### src/source/mdio_params.svh
`ifndef MDIO_PARAMS_SVH
`define MDIO_PARAMS_SVH

// Width of the MDC divider counter
// MDC period is 2**MDIO_CLKBITS system clocks
`define MDIO_CLKBITS 2

// Ones sent after reset before the first frame
`define MDIO_PREAMBLE_BITS 64

// Management frame length in bits
`define MDIO_FRAME_BITS 32

// Field widths
`define MDIO_FIELD_BITS 5
`define MDIO_DATA_BITS 16
`define MDIO_COUNT_BITS 7

// XORed into the upper five bus address bits
`define MDIO_PHY_ADDR 5'h00

`endif

### src/source/mdio_pkg.sv
`default_nettype none

`include "mdio_params.svh"

package mdio_pkg;

	// Wishbone word address, PHY field over register field
	typedef logic [2*`MDIO_FIELD_BITS-1:0] wb_addr_t;

	// PHY or register address field
	typedef logic [`MDIO_FIELD_BITS-1:0] mdio_field_t;

	typedef logic [`MDIO_DATA_BITS-1:0] mdio_data_t;

	// Bits left in the current phase, sized for the preamble
	typedef logic [`MDIO_COUNT_BITS-1:0] bit_count_t;

	// One accepted bus request
	typedef struct packed {
		logic       write;
		wb_addr_t   addr;
		mdio_data_t data;
	} mdio_req_t;

	typedef enum logic [2:0] {
		PREAMBLE,
		IDLE,
		HEADER,
		READ_DATA,
		WRITE_DATA
	} mdio_state_e;

endpackage

`default_nettype wire

### src/source/mdio_clkgen.sv
`timescale 1ns/10ps
`default_nettype none

`include "mdio_params.svh"

module mdio_clkgen
(
	input  wire logic i_clk,
	input  wire logic i_reset,
	output logic      o_mdclk,
	output logic      o_bit_strobe
);

	localparam int CLKBITS = `MDIO_CLKBITS;

	// Last count before the wrap
	localparam logic [CLKBITS-1:0] STROBE_AT = {CLKBITS{1'b1}} - 1'b1;

	logic [CLKBITS-1:0] div_count;

	// Free-running divider
	always_ff @(posedge i_clk)
	begin
		if (i_reset)
			div_count <= '0;
		else
			div_count <= div_count + 1'b1;
	end

	assign o_mdclk = div_count[CLKBITS-1];

	// Registered decode, so the strobe sits in the last high MDC cycle
	// and everything it enables moves on the falling edge
	always_ff @(posedge i_clk)
	begin
		if (i_reset)
			o_bit_strobe <= 1'b0;
		else
			o_bit_strobe <= (div_count == STROBE_AT);
	end

endmodule

`default_nettype wire

### src/source/mdio_ctrl.sv
`timescale 1ns/10ps
`default_nettype none

`include "mdio_params.svh"

module mdio_ctrl
	import mdio_pkg::*;
(
	input  wire logic        i_clk,
	input  wire logic        i_reset,
	input  wire logic        i_bit_strobe,
	input  wire logic        i_wb_cyc,
	input  wire logic        i_wb_stb,
	input  wire logic        i_wb_we,
	input  wire wb_addr_t    i_wb_addr,
	input  wire logic [31:0] i_wb_data,
	output logic             o_wb_stall,
	output logic             o_wb_ack,
	output mdio_req_t        o_req,
	output logic             o_load_header,
	output logic             o_load_data,
	output logic             o_capture_done,
	output logic             o_mdwe
);

	localparam int DW = $bits(mdio_data_t);

	localparam bit_count_t PREAMBLE_LAST = bit_count_t'(`MDIO_PREAMBLE_BITS - 1);
	localparam bit_count_t HEADER_LAST = bit_count_t'(`MDIO_FRAME_BITS / 2 - 1);
	localparam bit_count_t DATA_LAST = bit_count_t'(`MDIO_DATA_BITS - 1);

	// Count still left when the first turnaround bit goes out
	localparam bit_count_t TA_COUNT = bit_count_t'(2);

	mdio_state_e state;
	bit_count_t  bit_cnt;
	logic        pending;
	logic        pre_ack;
	logic        frame_done;
	logic        accept;
	logic        last_bit;
	logic        frame_end;

	assign accept = i_wb_stb && !o_wb_stall;
	assign last_bit = i_bit_strobe && (bit_cnt == '0);
	assign frame_end = last_bit && ((state == READ_DATA) || (state == WRITE_DATA));

	assign o_load_header = i_bit_strobe && (state == IDLE) && pending;
	assign o_load_data = last_bit && (state == HEADER) && o_req.write;
	assign o_capture_done = last_bit && (state == READ_DATA);

	////////////////////////////////////////
	// Request side
	////////////////////////////////////////

	always_ff @(posedge i_clk)
	begin
		if (accept)
		begin
			o_req.write <= i_wb_we;
			o_req.addr <= i_wb_addr;
			o_req.data <= i_wb_data[DW-1:0];
		end
	end

	// Request waiting for the next strobe
	always_ff @(posedge i_clk)
	begin
		if (i_reset)
			pending <= 1'b0;
		else if (accept)
			pending <= 1'b1;
		else if (o_load_header)
			pending <= 1'b0;
	end

	// Dropping cyc abandons the ack but not the frame
	always_ff @(posedge i_clk)
	begin
		if (i_reset || !i_wb_cyc)
			pre_ack <= 1'b0;
		else if (accept)
			pre_ack <= 1'b1;
		else if (frame_end)
			pre_ack <= 1'b0;
	end

	always_ff @(posedge i_clk)
	begin
		if (i_reset)
		begin
			frame_done <= 1'b0;
			o_wb_ack <= 1'b0;
		end
		else
		begin
			frame_done <= frame_end;
			o_wb_ack <= frame_end && pre_ack && i_wb_cyc;
		end
	end

	// Held through the ack cycle and low one cycle later
	always_ff @(posedge i_clk)
	begin
		if (i_reset)
			o_wb_stall <= 1'b1;
		else if (accept)
			o_wb_stall <= 1'b1;
		else if (frame_done)
			o_wb_stall <= 1'b0;
		else if ((state == PREAMBLE) && last_bit)
			o_wb_stall <= 1'b0;
	end

	////////////////////////////////////////
	// Frame sequencing
	////////////////////////////////////////

	always_ff @(posedge i_clk)
	begin
		if (i_reset)
		begin
			state <= PREAMBLE;
			bit_cnt <= PREAMBLE_LAST;
			o_mdwe <= 1'b1;
		end
		else
		begin
			if (i_bit_strobe && (bit_cnt != '0))
				bit_cnt <= bit_cnt - 1'b1;

			case (state)
			PREAMBLE:
			begin
				if (last_bit)
					state <= IDLE;
			end
			IDLE:
			begin
				if (o_load_header)
				begin
					state <= HEADER;
					bit_cnt <= HEADER_LAST;
				end
			end
			HEADER:
			begin
				// Release the line for both turnaround bits of a read
				if (i_bit_strobe && !o_req.write && (bit_cnt == TA_COUNT))
					o_mdwe <= 1'b0;
				if (last_bit)
				begin
					state <= o_req.write ? WRITE_DATA : READ_DATA;
					bit_cnt <= DATA_LAST;
				end
			end
			READ_DATA, WRITE_DATA:
			begin
				if (last_bit)
				begin
					state <= IDLE;
					o_mdwe <= 1'b1;
				end
			end
			default:
			begin
				state <= PREAMBLE;
				bit_cnt <= PREAMBLE_LAST;
			end
			endcase
		end
	end

	////////////////////////////////////////
	// Checks
	////////////////////////////////////////

	a_ack_after_data: assert property (@(posedge i_clk) disable iff (i_reset)
		o_wb_ack |-> (state == IDLE)
			&& $past((state == READ_DATA) || (state == WRITE_DATA)));

	a_stall_busy: assert property (@(posedge i_clk) disable iff (i_reset)
		(state != IDLE) |-> o_wb_stall);

	a_state_legal: assert property (@(posedge i_clk) disable iff (i_reset)
		state inside {PREAMBLE, IDLE, HEADER, READ_DATA, WRITE_DATA});

endmodule

`default_nettype wire

### src/source/mdio_tx_shift.sv
`timescale 1ns/10ps
`default_nettype none

`include "mdio_params.svh"

module mdio_tx_shift
	import mdio_pkg::*;
(
	input  wire logic      i_clk,
	input  wire logic      i_reset,
	input  wire logic      i_bit_strobe,
	input  wire mdio_req_t i_req,
	input  wire logic      i_load_header,
	input  wire logic      i_load_data,
	output logic           o_mdio
);

	localparam int DW = $bits(mdio_data_t);
	localparam int FW = $bits(mdio_field_t);

	mdio_field_t phy_field;
	mdio_field_t reg_field;
	mdio_data_t  header;
	mdio_data_t  next_word;
	mdio_data_t  shift_reg;

	assign phy_field = i_req.addr[2*FW-1:FW] ^ `MDIO_PHY_ADDR;
	assign reg_field = i_req.addr[FW-1:0];

	// Start, opcode, PHY, register, turnaround
	assign header = {
		2'b01,
		i_req.write ? 2'b01 : 2'b10,
		phy_field,
		reg_field,
		i_req.write ? 2'b10 : 2'b11
	};

	always_comb
	begin
		if (i_load_header)
			next_word = header;
		else if (i_load_data)
			next_word = i_req.data;
		else
			next_word = shift_reg;
	end

	// MSB first, ones shifted in behind so the line idles high
	// and the preamble falls out of reset for free
	always_ff @(posedge i_clk)
	begin
		if (i_reset)
		begin
			shift_reg <= '1;
			o_mdio <= 1'b1;
		end
		else if (i_bit_strobe)
		begin
			o_mdio <= next_word[DW-1];
			shift_reg <= {next_word[DW-2:0], 1'b1};
		end
	end

	a_mdio_on_strobe: assert property (@(posedge i_clk) disable iff (i_reset)
		!$past(i_bit_strobe) |-> $stable(o_mdio));

endmodule

`default_nettype wire

### src/source/mdio_rx_capture.sv
`timescale 1ns/10ps
`default_nettype none

module mdio_rx_capture
	import mdio_pkg::*;
(
	input  wire logic i_clk,
	input  wire logic i_bit_strobe,
	input  wire logic i_mdio,
	input  wire logic i_capture_done,
	output mdio_data_t o_rd_data
);

	localparam int DW = $bits(mdio_data_t);

	mdio_data_t shift_reg;
	mdio_data_t sampled;

	// Shift register with the bit being sampled now
	assign sampled = {shift_reg[DW-2:0], i_mdio};

	// Sampled on falling MDC, the PHY moves on the rising edge
	always_ff @(posedge i_clk)
	begin
		if (i_bit_strobe)
			shift_reg <= sampled;
	end

	// Held until the next read completes
	always_ff @(posedge i_clk)
	begin
		if (i_capture_done)
			o_rd_data <= sampled;
	end

endmodule

`default_nettype wire

### src/source/mdio_bridge.sv
`timescale 1ns/10ps
`default_nettype none

module mdio_bridge
	import mdio_pkg::*;
(
	input  wire logic        i_clk,
	input  wire logic        i_reset,

	// Wishbone slave, pipelined with stall
	input  wire logic        i_wb_cyc,
	input  wire logic        i_wb_stb,
	input  wire logic        i_wb_we,
	input  wire wb_addr_t    i_wb_addr,
	input  wire logic [31:0] i_wb_data,
	output logic             o_wb_stall,
	output logic             o_wb_ack,
	output logic [31:0]      o_wb_data,

	// PHY management pins
	output logic             o_mdclk,
	output logic             o_mdio,
	input  wire logic        i_mdio,
	output logic             o_mdwe
);

	logic       bit_strobe;
	mdio_req_t  req;
	logic       load_header;
	logic       load_data;
	logic       capture_done;
	mdio_data_t rd_data;

	////////////////////////////////////////
	// MDC and bit timing
	////////////////////////////////////////

	mdio_clkgen u_clkgen
	(
		.i_clk        (i_clk),
		.i_reset      (i_reset),
		.o_mdclk      (o_mdclk),
		.o_bit_strobe (bit_strobe)
	);

	////////////////////////////////////////
	// Control
	////////////////////////////////////////

	mdio_ctrl u_ctrl
	(
		.i_clk          (i_clk),
		.i_reset        (i_reset),
		.i_bit_strobe   (bit_strobe),
		.i_wb_cyc       (i_wb_cyc),
		.i_wb_stb       (i_wb_stb),
		.i_wb_we        (i_wb_we),
		.i_wb_addr      (i_wb_addr),
		.i_wb_data      (i_wb_data),
		.o_wb_stall     (o_wb_stall),
		.o_wb_ack       (o_wb_ack),
		.o_req          (req),
		.o_load_header  (load_header),
		.o_load_data    (load_data),
		.o_capture_done (capture_done),
		.o_mdwe         (o_mdwe)
	);

	////////////////////////////////////////
	// Data paths
	////////////////////////////////////////

	mdio_tx_shift u_tx
	(
		.i_clk         (i_clk),
		.i_reset       (i_reset),
		.i_bit_strobe  (bit_strobe),
		.i_req         (req),
		.i_load_header (load_header),
		.i_load_data   (load_data),
		.o_mdio        (o_mdio)
	);

	mdio_rx_capture u_rx
	(
		.i_clk          (i_clk),
		.i_bit_strobe   (bit_strobe),
		.i_mdio         (i_mdio),
		.i_capture_done (capture_done),
		.o_rd_data      (rd_data)
	);

	// Read word zero-extended onto the bus
	assign o_wb_data = {{(32 - $bits(mdio_data_t)){1'b0}}, rd_data};

endmodule

`default_nettype wire

### config.mk
export PLATFORM = sky130hd
export DESIGN_NAME = mdio_bridge
export DESIGN_NICKNAME = d
export VERILOG_FILES = /design/src/source/mdio_pkg.sv /design/src/source/mdio_clkgen.sv /design/src/source/mdio_ctrl.sv /design/src/source/mdio_tx_shift.sv /design/src/source/mdio_rx_capture.sv /design/src/source/mdio_bridge.sv
export VERILOG_INCLUDE_DIRS = /design/src /design/src/source
export SDC_FILE = /design/constraint.sdc
export NUM_CORES = 1
export LEC_CHECK = 0
export ABC_AREA = 1
export BUFFER_PORTS_ARGS = -buffer_cell sky130_fd_sc_hd__buf_2
export CAP_MARGIN = 20
export CORE_MARGIN = 2
export CORE_UTILIZATION = 57
export DETAILED_ROUTE_END_ITERATION = 16
export GPL_TIMING_DRIVEN = 0
export PLACE_DENSITY = 0.95
export SKIP_CTS_REPAIR_TIMING = 1
export SLEW_MARGIN = 20
export SYNTH_ARGS = -nofsm -noshare
export SYNTH_HDL_FRONTEND = slang
export SYNTH_SLANG_ARGS = --single-unit
### constraint.sdc
create_clock -name i_clk -period 5.6 [get_ports i_clk]
set_input_delay 0.28 -clock i_clk [delete_from_list [all_inputs] [get_ports i_clk]]
set_output_delay 0.28 -clock i_clk [all_outputs]
set_load 0.005 [all_outputs]
Word level (Yosys, flattened, before mapping)
Cells that the tools add are included.
Storage, ports and cells
  output and inout port bits: 37
  bits of input ports: 48
  bits in registers: 93
  word-level logic and storage cells: 83
Operators by class
  mux-type cells: 22
  reductions and logical operators: 31
  equal/unequal tests: 11
  add/subtract/negate cells: 2
Operators by type and width (count)
  two-way mux 16 bit: 2
  two-way mux 7 bit: 3
  one-hot mux 7 bit (3 select lines): 1
  logical AND 1 bit: 14
  two-way mux 3 bit: 4
  two-way mux 1 bit: 9
  one-hot mux 3 bit (3 select lines): 1
  nonzero test 2 bit: 4
  equality test 7 x 2 -> 1 bit (second input constant): 1
  logical NOT 7 bit: 1
  nonzero test 7 bit: 1
  subtractor 7 x 1 -> 7 bit (second input constant): 1
  equality test 3 x 2 -> 1 bit (second input constant): 2
  inequality test 2 x 1 -> 1 bit (second input constant): 3
  AND reduction 3 bit: 2
  inequality test 2 bit (second input constant): 2
  OR reduction 2 bit: 2
  equality test 3 x 1 -> 1 bit (second input constant): 1
  equality test 3 bit (second input constant): 1
  logical NOT 1 bit: 3
  logical NOT 3 bit: 1
  OR reduction 3 bit: 1
  adder 2 x 1 -> 2 bit (second input constant): 1
  equality test 2 bit (second input constant): 1
  3 further kinds: 4

Depth between registers and ports, before layout
Gate-level depths: netlist of run 1.
  depth after elaboration: 6
  depth in mapped cells: 10
  mapped depth without buffers: 10

Cells and area by module
From an unflattened synthesis of run 1, not the netlist that was laid out.
Second synthesis, totals
  cells, all modules: 378
  area total of the unflattened synthesis: 3844.9 um^2
Modules (own cells, without submodules)
  mdio_ctrl: area each 1774.2 um^2, cells an instance 179, times used 1, sequential area each 1131.1 um^2
  mdio_rx_capture: area each 930.9 um^2, cells an instance 31, times used 1, sequential area each 930.9 um^2
  mdio_tx_shift: area each 924.6 um^2, cells an instance 142, times used 1, sequential area each 320.3 um^2
  mdio_bridge: area each 123.9 um^2, cells an instance 17, times used 1, sequential area each 0.0 um^2
  mdio_clkgen: area each 91.3 um^2, cells an instance 9, times used 1, sequential area each 60.1 um^2

Worst setup path before layout of run 1
OpenSTA, ideal clock, no wires.
  path type: flip-flop to flip-flop
  start: register u_clkgen.o_bit_strobe
  end: register u_rx.o_rd_data[0], enable pin
  buffers on the path: 1
  slack: 3500 ps
  setup time: 388 ps
  data required time: 5212 ps
  period minus slack after synthesis: 2100 ps
  arrival time: 1712 ps
  stages on the path, launching flop included: 4
  path through: dfxtp_1 -> buf_4 -> nand2_2 -> nor2_1
On the way
  cells in the longest elaborated chain, start to end: 2
RTL lines
  from (decl): RTL line mdio_clkgen.sv:11  | output logic o_bit_strobe
  from (signal assigned): RTL line mdio_clkgen.sv:39  | o_bit_strobe <= (div_count == STROBE_AT);
  logical AND 1 bit: RTL line mdio_ctrl.sv:45  | assign last_bit = i_bit_strobe && (bit_cnt == '0);
  logical AND 1 bit: RTL line mdio_ctrl.sv:50  | assign o_capture_done = last_bit && (state == READ_DATA);
  via capture_done: RTL line mdio_bridge.sv:31  | logic capture_done;
  to (signal assigned): RTL line mdio_rx_capture.sv:33  | o_rd_data <= sampled;
  to (decl): RTL line mdio_rx_capture.sv:11  | output mdio_data_t o_rd_data
The timed path passes the listed nets, and every way through them passes these cells.
A chain may end at the register's enable or synchronous reset.

Final worst setup path of run 1
  start: register u_clkgen.o_bit_strobe
  end: register u_rx.o_rd_data[12], enable pin
Same word-level chain as after synthesis.

==> results_dict.tcl, run 1 <==
set metrics [dict create \
    status "finished clean" \
    worstHoldPathType "in -> reg" \
    yosys_register_bits 93 \
    wl_per_cell_um 12.83 \
    dominantRegCellSynth "edfxtp_1" \
    vdd_drop_max_v 0.0002400 \
    synth.most_common_cell "edfxtp_1" \
    area_delta_synth_final_pct 16.63 \
    cp-startpoint "u_clkgen.o_bit_strobe" \
    die_h_um 85.25 \
    antenna_found_initial 0 \
    synth_area_per_cell_um2 11.00 \
    tritoncts "done" \
    cts-root-buf "clkbuf_8" \
    yosys_warnings 0 \
    cp_slowest_cell "dfxtp_1" \
    max_stage_delay_ns 0.77 \
    tightest_slew_ns 0.7718 \
    skew_ns 0.01044 \
    gp_congestion 0.8514 \
    post-place-cells 486 \
    crit_required_ns 5.60 \
    setup_viol 0 \
    synth_commonest_cells "edfxtp_1 (58), nand2_1 (54), dfxtp_1 (35)" \
    rows 29 \
    grt_pass1_wl_mm 10.42 \
    drtIter0Drc 165 \
    worst-r2r-setup-slack_ns 3.43 \
    rsz0062_at_grt "false" \
    grtUsageTotal_pct 18.45 \
    drcViolationCount 0 \
    dr.pass1.iters 4 \
    crit_type "reg -> reg" \
    synth_cell_types 29 \
    clkSinkCount 93 \
    synthCells 342 \
    synth_top_area_cell "edfxtp_1" \
    endpoint_kind "flip-flop" \
    crit_family "flip-flops" \
    initial_core_util_pct 59.25 \
    dpl_cell_area_mm2 0.004185 \
    dp_hpwl_mm 4.507 \
    num_antenna_cells 0 \
    min_period_ns 2.170 \
    htreeDepth 3 \
    p_leak_nw 1.927 \
    async_reset_ff_share_pct 0 \
    drt_wl_total_mm 6.443 \
    largest_reg_flops 27 \
    num_io_pins 85 \
    numPortBuffers 52 \
    ant_nets 0 \
    crit_arrival_ns 2.17 \
    fin_setup_tns_ns 0 \
    cts_buffer_depth 2 \
    crit_end "u_rx.o_rd_data[12]" \
    relSlewSlack_pct 48.42 \
    nNetsFinal 472 \
    drive_above_1_share_pct 28.00 \
    grt_max_degree 31 \
    report.final.slew_viol_count 0 \
    hold_viol_final 0 \
    fin_area_mm2 0.004388 \
    viasPerCell 5.124 \
    cap_violations 0 \
    cp.depth 3 \
    overflow 0 \
    fin_crit_sh_pct 38.75 \
    synth_top_area_share_pct 46.29 \
    worst-path-buf-inv 1 \
    cts-buffers-inserted 9 \
    worstSetupStartpointType "flip-flop" \
    ys_seq_area_share_pct 64.92 \
    clk_pin_slew_worst_paths_ns 0.10 \
    vias 2572 \
    r2r_cells 3 \
    hold_slack_ns 0.07929 \
    grt_pass1_vias 2430 \
    dieArea_mm2 0.007267 \
    synth_edf_count 58 \
    fin_util_pct 69.10 \
    synth_area_leaders "edfxtp_1 (46%), dfxtp_1 (19%), nand2_1 (5.4%)" \
    path_cells "buf_4, nand2_2, nor2_2" \
    max_flop_register "u_ctrl.o_req" \
    synth_area_mm2 0.003762 \
    powerDensity_mw_per_mm2 282.9 \
    die_width_um 85.25 \
    r2r_start "u_clkgen.o_bit_strobe" \
    clock_latency_ns 0.37 \
    crit_fanout 17 \
    reg_top3 "u_ctrl.o_req: 27 flops, u_rx.o_rd_data: 16 flops" \
    fill_cells 440 \
    r2r_end "u_rx.o_rd_data[12]" \
    instances_no_fill 502 \
    timing.fmax_mhz 460.9 \
    core_area_mm2 0.006350 \
]
routing by layer:
layer,track usage [%],vias up,wire [um]
met4,7.359,0,81
met1,21.10,1184,2627
met5,0,-,0
li1,-,1281,-
met3,5.058,8,428
met2,32.67,99,3306
worst min-delay path by stage:
stage                     slack [ns]                    end  depth (start not counted)                  start
final                           0.08        u_ctrl.o_req[0]                          1           i_wb_data[0]
after global routing            0.07       u_ctrl.o_req[24]                          1           i_wb_addr[8]
after floorplan                 0.38        u_ctrl.o_req[0]                          0           i_wb_data[0]
after detailed placement        0.41     u_rx.o_rd_data[15]                          0     u_rx.shift_reg[14]
after CTS                       0.07        u_ctrl.o_req[8]                          1           i_wb_data[8]
after global placement          0.40  u_clkgen.div_count[0]                          1  u_clkgen.div_count[0]
placed cells by master (no fill, tap or decap), drive strengths merged:
master  instances
buf            74
nand2          60
edfxtp         58
inv            40
o21ai          36
dfxtp          35
nor2           28
a21oi          20
nand3          18
conb           16
clkbuf         13
nand4           6
o211ai          5
clkinv          5
ha              4
xor2            3
nand3b          2
nor3            1
nor3b           1
metrics by stage:
| step | total power [mW] | setup WS (ns) |
|---|---|---|
| 2_1_floorplan | 0.8013 | 3.500 |
| 3_3_place_gp | 0.8191 | 3.089 |
| 3_5_place_dp | 0.8230 | 3.323 |
| 4_1_cts | 1.248 | 3.361 |
| 5_1_grt | 1.287 | 3.219 |
| 6_report | 1.241 | 3.430 |
cells by family after synthesis:
family                     Yosys count  share of synthesized area, %
AOI/OAI and AO/OA                   61                         9.179
buffers and inverters               64                         8.779
and+or+nand+nor                    116                         15.00
DFF                                 93                         64.92
xor gates and xnor gates             3                        0.6985
adders and majority gates            4                         1.330
other                                1                       0.09967
power breakdown:
| group | internal [mW] | total [mW] | leakage [nW] | switching [mW] |
|---|---|---|---|---|
| Clock | 0.175 | 0.433 | 0.101 | 0.258 |
| Sequential | 0.737 | 0.744 | 0.808 | 0.00731 |
| Combinational | 0.0301 | 0.0638 | 1.02 | 0.0337 |
worst register-to-register path, delay by kind of cell, from the launching register on:
kind | cells | cell delay, ns
buffers and inverters | 1 | 0.32
DFF | 1 | 0.77
and+or+nand+nor | 2 | 0.71
area by class of cell:
type	count	area, um2	share of cell area [%]
flip-flops and latches	93	2442	55.66
inverters	38	142.6	3.251
plain buffers	26	187.7	4.277
multi-input cells	200	1056	24.07
clock buffers	9	123.9	2.823
well taps	77	96.34	2.196
clock inverters	7	78.83	1.796
repair buffers	52	260.3	5.931
Note: power is estimated with default switching activity, not from simulation.
==> inputs of run 2 (changes only) <==
CORE_UTILIZATION = 53   (was 57)
PLACE_DENSITY = 0.9   (was 0.95)
clock period = 2.1 ns   (was 5.6 ns; I/O delays follow)
==> run 2 against run 1 <==
Largest cell class unchanged. Wire length is 9.1% higher. Sequential cell count did not move. Sequential share of layout area shrank 4.0 points. First-iteration DRC count up 42%. Clock-buffer cell count is 1 higher. Utilization up 0.13 points. Power grew to 2.8 times the previous value.
==> results_dict.tcl, run 2 (synthesized netlist as in run 1, its figures left out) <==
set metrics [dict create \
    status "finished clean" \
    num_antenna_cells 0 \
    crit_type "reg -> reg" \
    tritoncts "done" \
    core_area_mm2 0.006832 \
    worstSetupStartpointType "flip-flop" \
    viasPerCell 4.829 \
    grt_pass1_vias 2447 \
    endpoint_kind "flip-flop" \
    wl_per_cell_um 12.78 \
    die_h_um 88.26 \
    rsz0062_at_grt "false" \
    worstHoldPathType "in -> reg" \
    reg_top3 "u_ctrl.o_req: 27 flops, u_rx.o_rd_data: 16 flops" \
    rows 30 \
    crit_arrival_ns 2.09 \
    fin_crit_sh_pct 84.66 \
    numPortBuffers 52 \
    p_leak_nw 2.054 \
    min_period_ns 1.778 \
    cts-buffers-inserted 9 \
    clk_pin_slew_worst_paths_ns 0.09 \
    htreeDepth 3 \
    crit_required_ns 2.41 \
    finalPower_mw 3.437 \
    layout_commonest_cell "edfxtp_1" \
    max_flop_register "u_ctrl.o_req" \
    r2r_start "u_clkgen.o_bit_strobe" \
    report.final.slew_viol_count 0 \
    drcViolationCount 0 \
    cap_violations 0 \
    dieArea_mm2 0.007789 \
    grtUsageTotal_pct 17.87 \
    nNetsFinal 501 \
    setup_viol 0 \
    max_stage_delay_ns 0.58 \
    crit_fanout 17 \
    clock_latency_ns 0.36 \
    grt_max_degree 31 \
    timing.fmax_mhz 562.5 \
    cts-root-buf "clkbuf_8" \
    largest_reg_flops 27 \
    area_delta_synth_final_pct 25.71 \
    powerDensity_mw_per_mm2 726.7 \
    dpl_cell_area_mm2 0.004229 \
    cp_slowest_cell "dfxtp_2" \
    ant_nets 0 \
    gp_congestion 0.8605 \
    hold_viol_final 0 \
    grt_pass1_wl_mm 10.65 \
    cts_buffer_depth 2 \
    clkSinkCount 93 \
    die_width_um 88.26 \
    drtIter0Drc 235 \
    hold_slack_ns 0.006396 \
    num_io_pins 85 \
    initial_core_util_pct 55.07 \
    overflow 0 \
    fin_util_pct 69.23 \
    skew_ns 0.007769 \
    antenna_found_initial 0 \
    dp_hpwl_mm 4.621 \
    fill_cells 480 \
    dr.pass1.iters 5 \
    drive_above_1_share_pct 26.65 \
    layout_common_cells "edfxtp_1 (58), nand2_1 (54), buf_2 (52), dfxtp_1 (34), inv_1 (32)" \
    worst-r2r-setup-slack_ns 0.32 \
    fin_area_mm2 0.004730 \
    hold_start "i_reset" \
    vias 2656 \
    cp-startpoint "u_clkgen.o_bit_strobe" \
    drt_wl_total_mm 7.028 \
    vdd_drop_max_v 0.0005020 \
    path_cells "buf_4, inv_2, buf_4, nor2_4, buf_4, nand4_1, nand2_1, nand2_1, nand2_1" \
]
run 2: where the power goes:
part	leakage, nW	internal, mW	switching, mW	total [mW]
Sequential	0.808	1.97	0.0196	1.99
Clock	0.103	0.603	0.638	1.24
Combinational	1.14	0.114	0.0971	0.211
Total	2.05	2.68	0.755	3.44
run 2: path summary, 6_finish.rpt:
| check | to | depth (start not counted) |
|---|---|---|
| max | u_ctrl.bit_cnt[3] | 9 |
| min | u_tx.shift_reg[1] | 3 |
| max reg2reg | u_ctrl.bit_cnt[3] | 9 |
| min reg2reg | u_clkgen.div_count[0] | 1 |
run 2: cell type report:
type	count	area, um2	share of cell area [%]
flip-flops and latches	93	2444	51.67
multi-input cells	200	1061	22.43
repair buffers	81	560.5	11.85
plain buffers	26	187.7	3.968
inverters	38	142.6	3.016
clock buffers	10	137.6	2.910
well taps	96	120.1	2.540
clock inverters	6	76.32	1.614
run 2: metrics by stage:
| stage | TNS [ns] | setup WS (ns) | std cells |
|---|---|---|---|
| after floorplan | 0 | 0.1072 | 357 |
| after global placement | -10.23 | -0.3374 | 505 |
| after detailed placement | -1.743 | -0.1097 | 506 |
| after CTS | -1.778 | -0.1152 | 522 |
| after global routing | 0 | 0.1670 | 550 |
| final | 0 | 0.3222 | 550 |
run 2: critical path, delay by kind of cell, from the launching register on:
family | cells | cell delay (ns)
buffers and inverters | 4 | 0.69
DFF | 1 | 0.58
and+or+nand+nor | 5 | 0.46
run 2: layer usage:
layer	vias up	wire (um)	track usage, %
li1	1332	-	-
met1	1203	2769	21.38
met2	104	3700	30.35
met3	17	403	4.384
met4	0	155	8.678
met5	-	0	0
==> inputs of run 3 (changes only) <==
clock period = 1.64 ns   (was 2.1 ns; I/O delays follow)
==> run 3 against run 2 <==
Power rose by 26%. Sequential power grew 28%. Clock skew is 0.00064 ns higher. Critical path depth increased by 1. Design area grew 2.7%. Hold slack better by 0.24 ns. Sequential share of layout area shrank 1.3 points. Critical path type unchanged. Largest cell class unchanged. Highest routed layer unchanged.
==> results_dict.tcl, run 3 (synthesized netlist as in run 1, its figures left out) <==
set metrics [dict create \
    status "finished clean" \
    tritoncts "done" \
    viasPerCell 4.917 \
    htreeDepth 3 \
    crit_required_ns 1.90 \
    dieArea_mm2 0.007789 \
    gp_congestion 0.8645 \
    p_leak_nw 2.148 \
    crit_fanout 10 \
    pwr-share-comb_pct 6.7 \
    p_clk_share_pct 34.8 \
    worstHoldPathType "in -> reg" \
    grt_pass1_wl_mm 10.48 \
    num_io_pins 85 \
    report.final.slew_viol_count 0 \
    ant_nets 0 \
    grt_max_degree 31 \
    num_antenna_cells 0 \
    swShare_pct 24.43 \
    fill_cells 466 \
    cts-root-buf "clkbuf_8" \
    reg_top3 "u_ctrl.o_req: 27 flops, u_rx.o_rd_data: 16 flops" \
    cts-buffers-inserted 9 \
    drcViolationCount 0 \
    rows 30 \
    die_h_um 88.26 \
    area_delta_synth_final_pct 29.13 \
    antenna_found_initial 0 \
    overflow 0 \
    setup_ws_ns 0.02740 \
    vias 2778 \
    hold_viol_final 0 \
    largest_reg_flops 27 \
    crit_type "reg -> reg" \
    vdd_drop_max_v 0.0007136 \
    relSlewSlack_pct 45.88 \
    layout_common_cells "edfxtp_1 (58), nand2_1 (52), buf_2 (52), buf_4 (32), dfxtp_1 (32)" \
    max_flop_register "u_ctrl.o_req" \
    dp_hpwl_mm 4.408 \
    drt_wl_total_mm 7.347 \
    drtIter0Drc 225 \
    min_period_ns 1.613 \
    seq_power_share_pct 58.5 \
    grtUsageTotal_pct 17.74 \
    clk_pin_slew_worst_paths_ns 0.10 \
    fin_crit_sh_pct 98.33 \
    endpoint_kind "flip-flop" \
    cts_buffer_depth 2 \
    grt_pass1_vias 2480 \
    layout_commonest_cell "edfxtp_1" \
    wl_per_cell_um 13.00 \
    numPortBuffers 52 \
    worstSetupStartpointType "flip-flop" \
    clock_latency_ns 0.37 \
    powerDensity_mw_per_mm2 893.8 \
    die_width_um 88.26 \
    finalPower_mw 4.342 \
    drive_above_1_share_pct 30.06 \
    cap_violations 0 \
    nNetsFinal 516 \
    place_worst_setup_slack_ns -0.1487 \
    p_sw_mw 1.061 \
    initial_core_util_pct 55.07 \
    skew_ns 0.008406 \
    core_area_mm2 0.006832 \
    internal_power_mw 3.282 \
    crit_arrival_ns 1.87 \
    timing.fmax_mhz 620.1 \
    setup_viol 0 \
    clkSinkCount 93 \
    dr.pass1.iters 5 \
    tightest_slew_ns 0.8099 \
]
-- run 3: path summary, 6_finish.rpt --
| check | startpoint | to | slack (ns) | cells after the start |
|---|---|---|---|---|
| worst min-delay path | i_wb_stb | u_ctrl.o_req[15] | 0.24 | 3 |
| worst min register to register | u_clkgen.div_count[0] | u_clkgen.div_count[0] | 0.42 | 1 |
| worst max register to register | u_ctrl.bit_cnt[1] | u_ctrl.bit_cnt[1] | 0.03 | 10 |
| worst max-delay path | u_ctrl.bit_cnt[1] | u_ctrl.bit_cnt[1] | 0.03 | 10 |
-- run 3: area by class of cell --
cell class / instances / area [um2] / share of cell area, %
well taps: 96 / 120.1 / 2.472
multi-input cells: 200 / 1071 / 22.04
repair buffers: 96 / 678.2 / 13.96
clock buffers: 9 / 123.9 / 2.550
inverters: 38 / 142.6 / 2.936
clock inverters: 7 / 80.08 / 1.648
flip-flops and latches: 93 / 2449 / 50.40
plain buffers: 26 / 193.9 / 3.992
-- run 3: power groups by stage --
stage / sequential [mW] / clock, mW / combinational [mW]
after floorplan: 2.59 / 0 / 0.147
after global placement: 2.59 / 0 / 0.205
after detailed placement: 2.60 / 0 / 0.212
after CTS: 2.54 / 1.53 / 0.214
after global routing: 2.54 / 1.64 / 0.330
final: 2.54 / 1.51 / 0.293
-- run 3: worst max-delay path: stages (launching register included) --
cell,delay [ns]
dfxtp_2,0.38
inv_1,0.09
ha_1,0.19
nand2_2,0.12
nor2_8,0.07
buf_4,0.14
nor2_4,0.13
buf_6,0.15
nand2_1,0.06
o211ai_1,0.09
nand2_1,0.08
-- run 3: metrics by stage --
step	instances	utilization [%]	cell area (um2)	setup TNS, ns	hold WS, ns
6_report	565	71.12	4858	0	0.2419
4_1_cts	521	64.69	4419	-3.479	-0.1337
2_1_floorplan	357	-	3830	0	0.1809
5_1_grt	565	71.12	4858	-0.06818	0.2489
3_5_place_dp	505	61.70	4215	-3.143	0.2601
3_3_place_gp	505	61.63	4210	-5.796	0.2589
-- run 3: routing by layer --
metal,global-route usage (%),up-vias,share of wire (%)
met1,19.28,1289,38
met4,5.785,0,1.3
met5,0,-,0
met2,31.31,117,54
met3,7.556,8,6.2
li1,-,1364,-
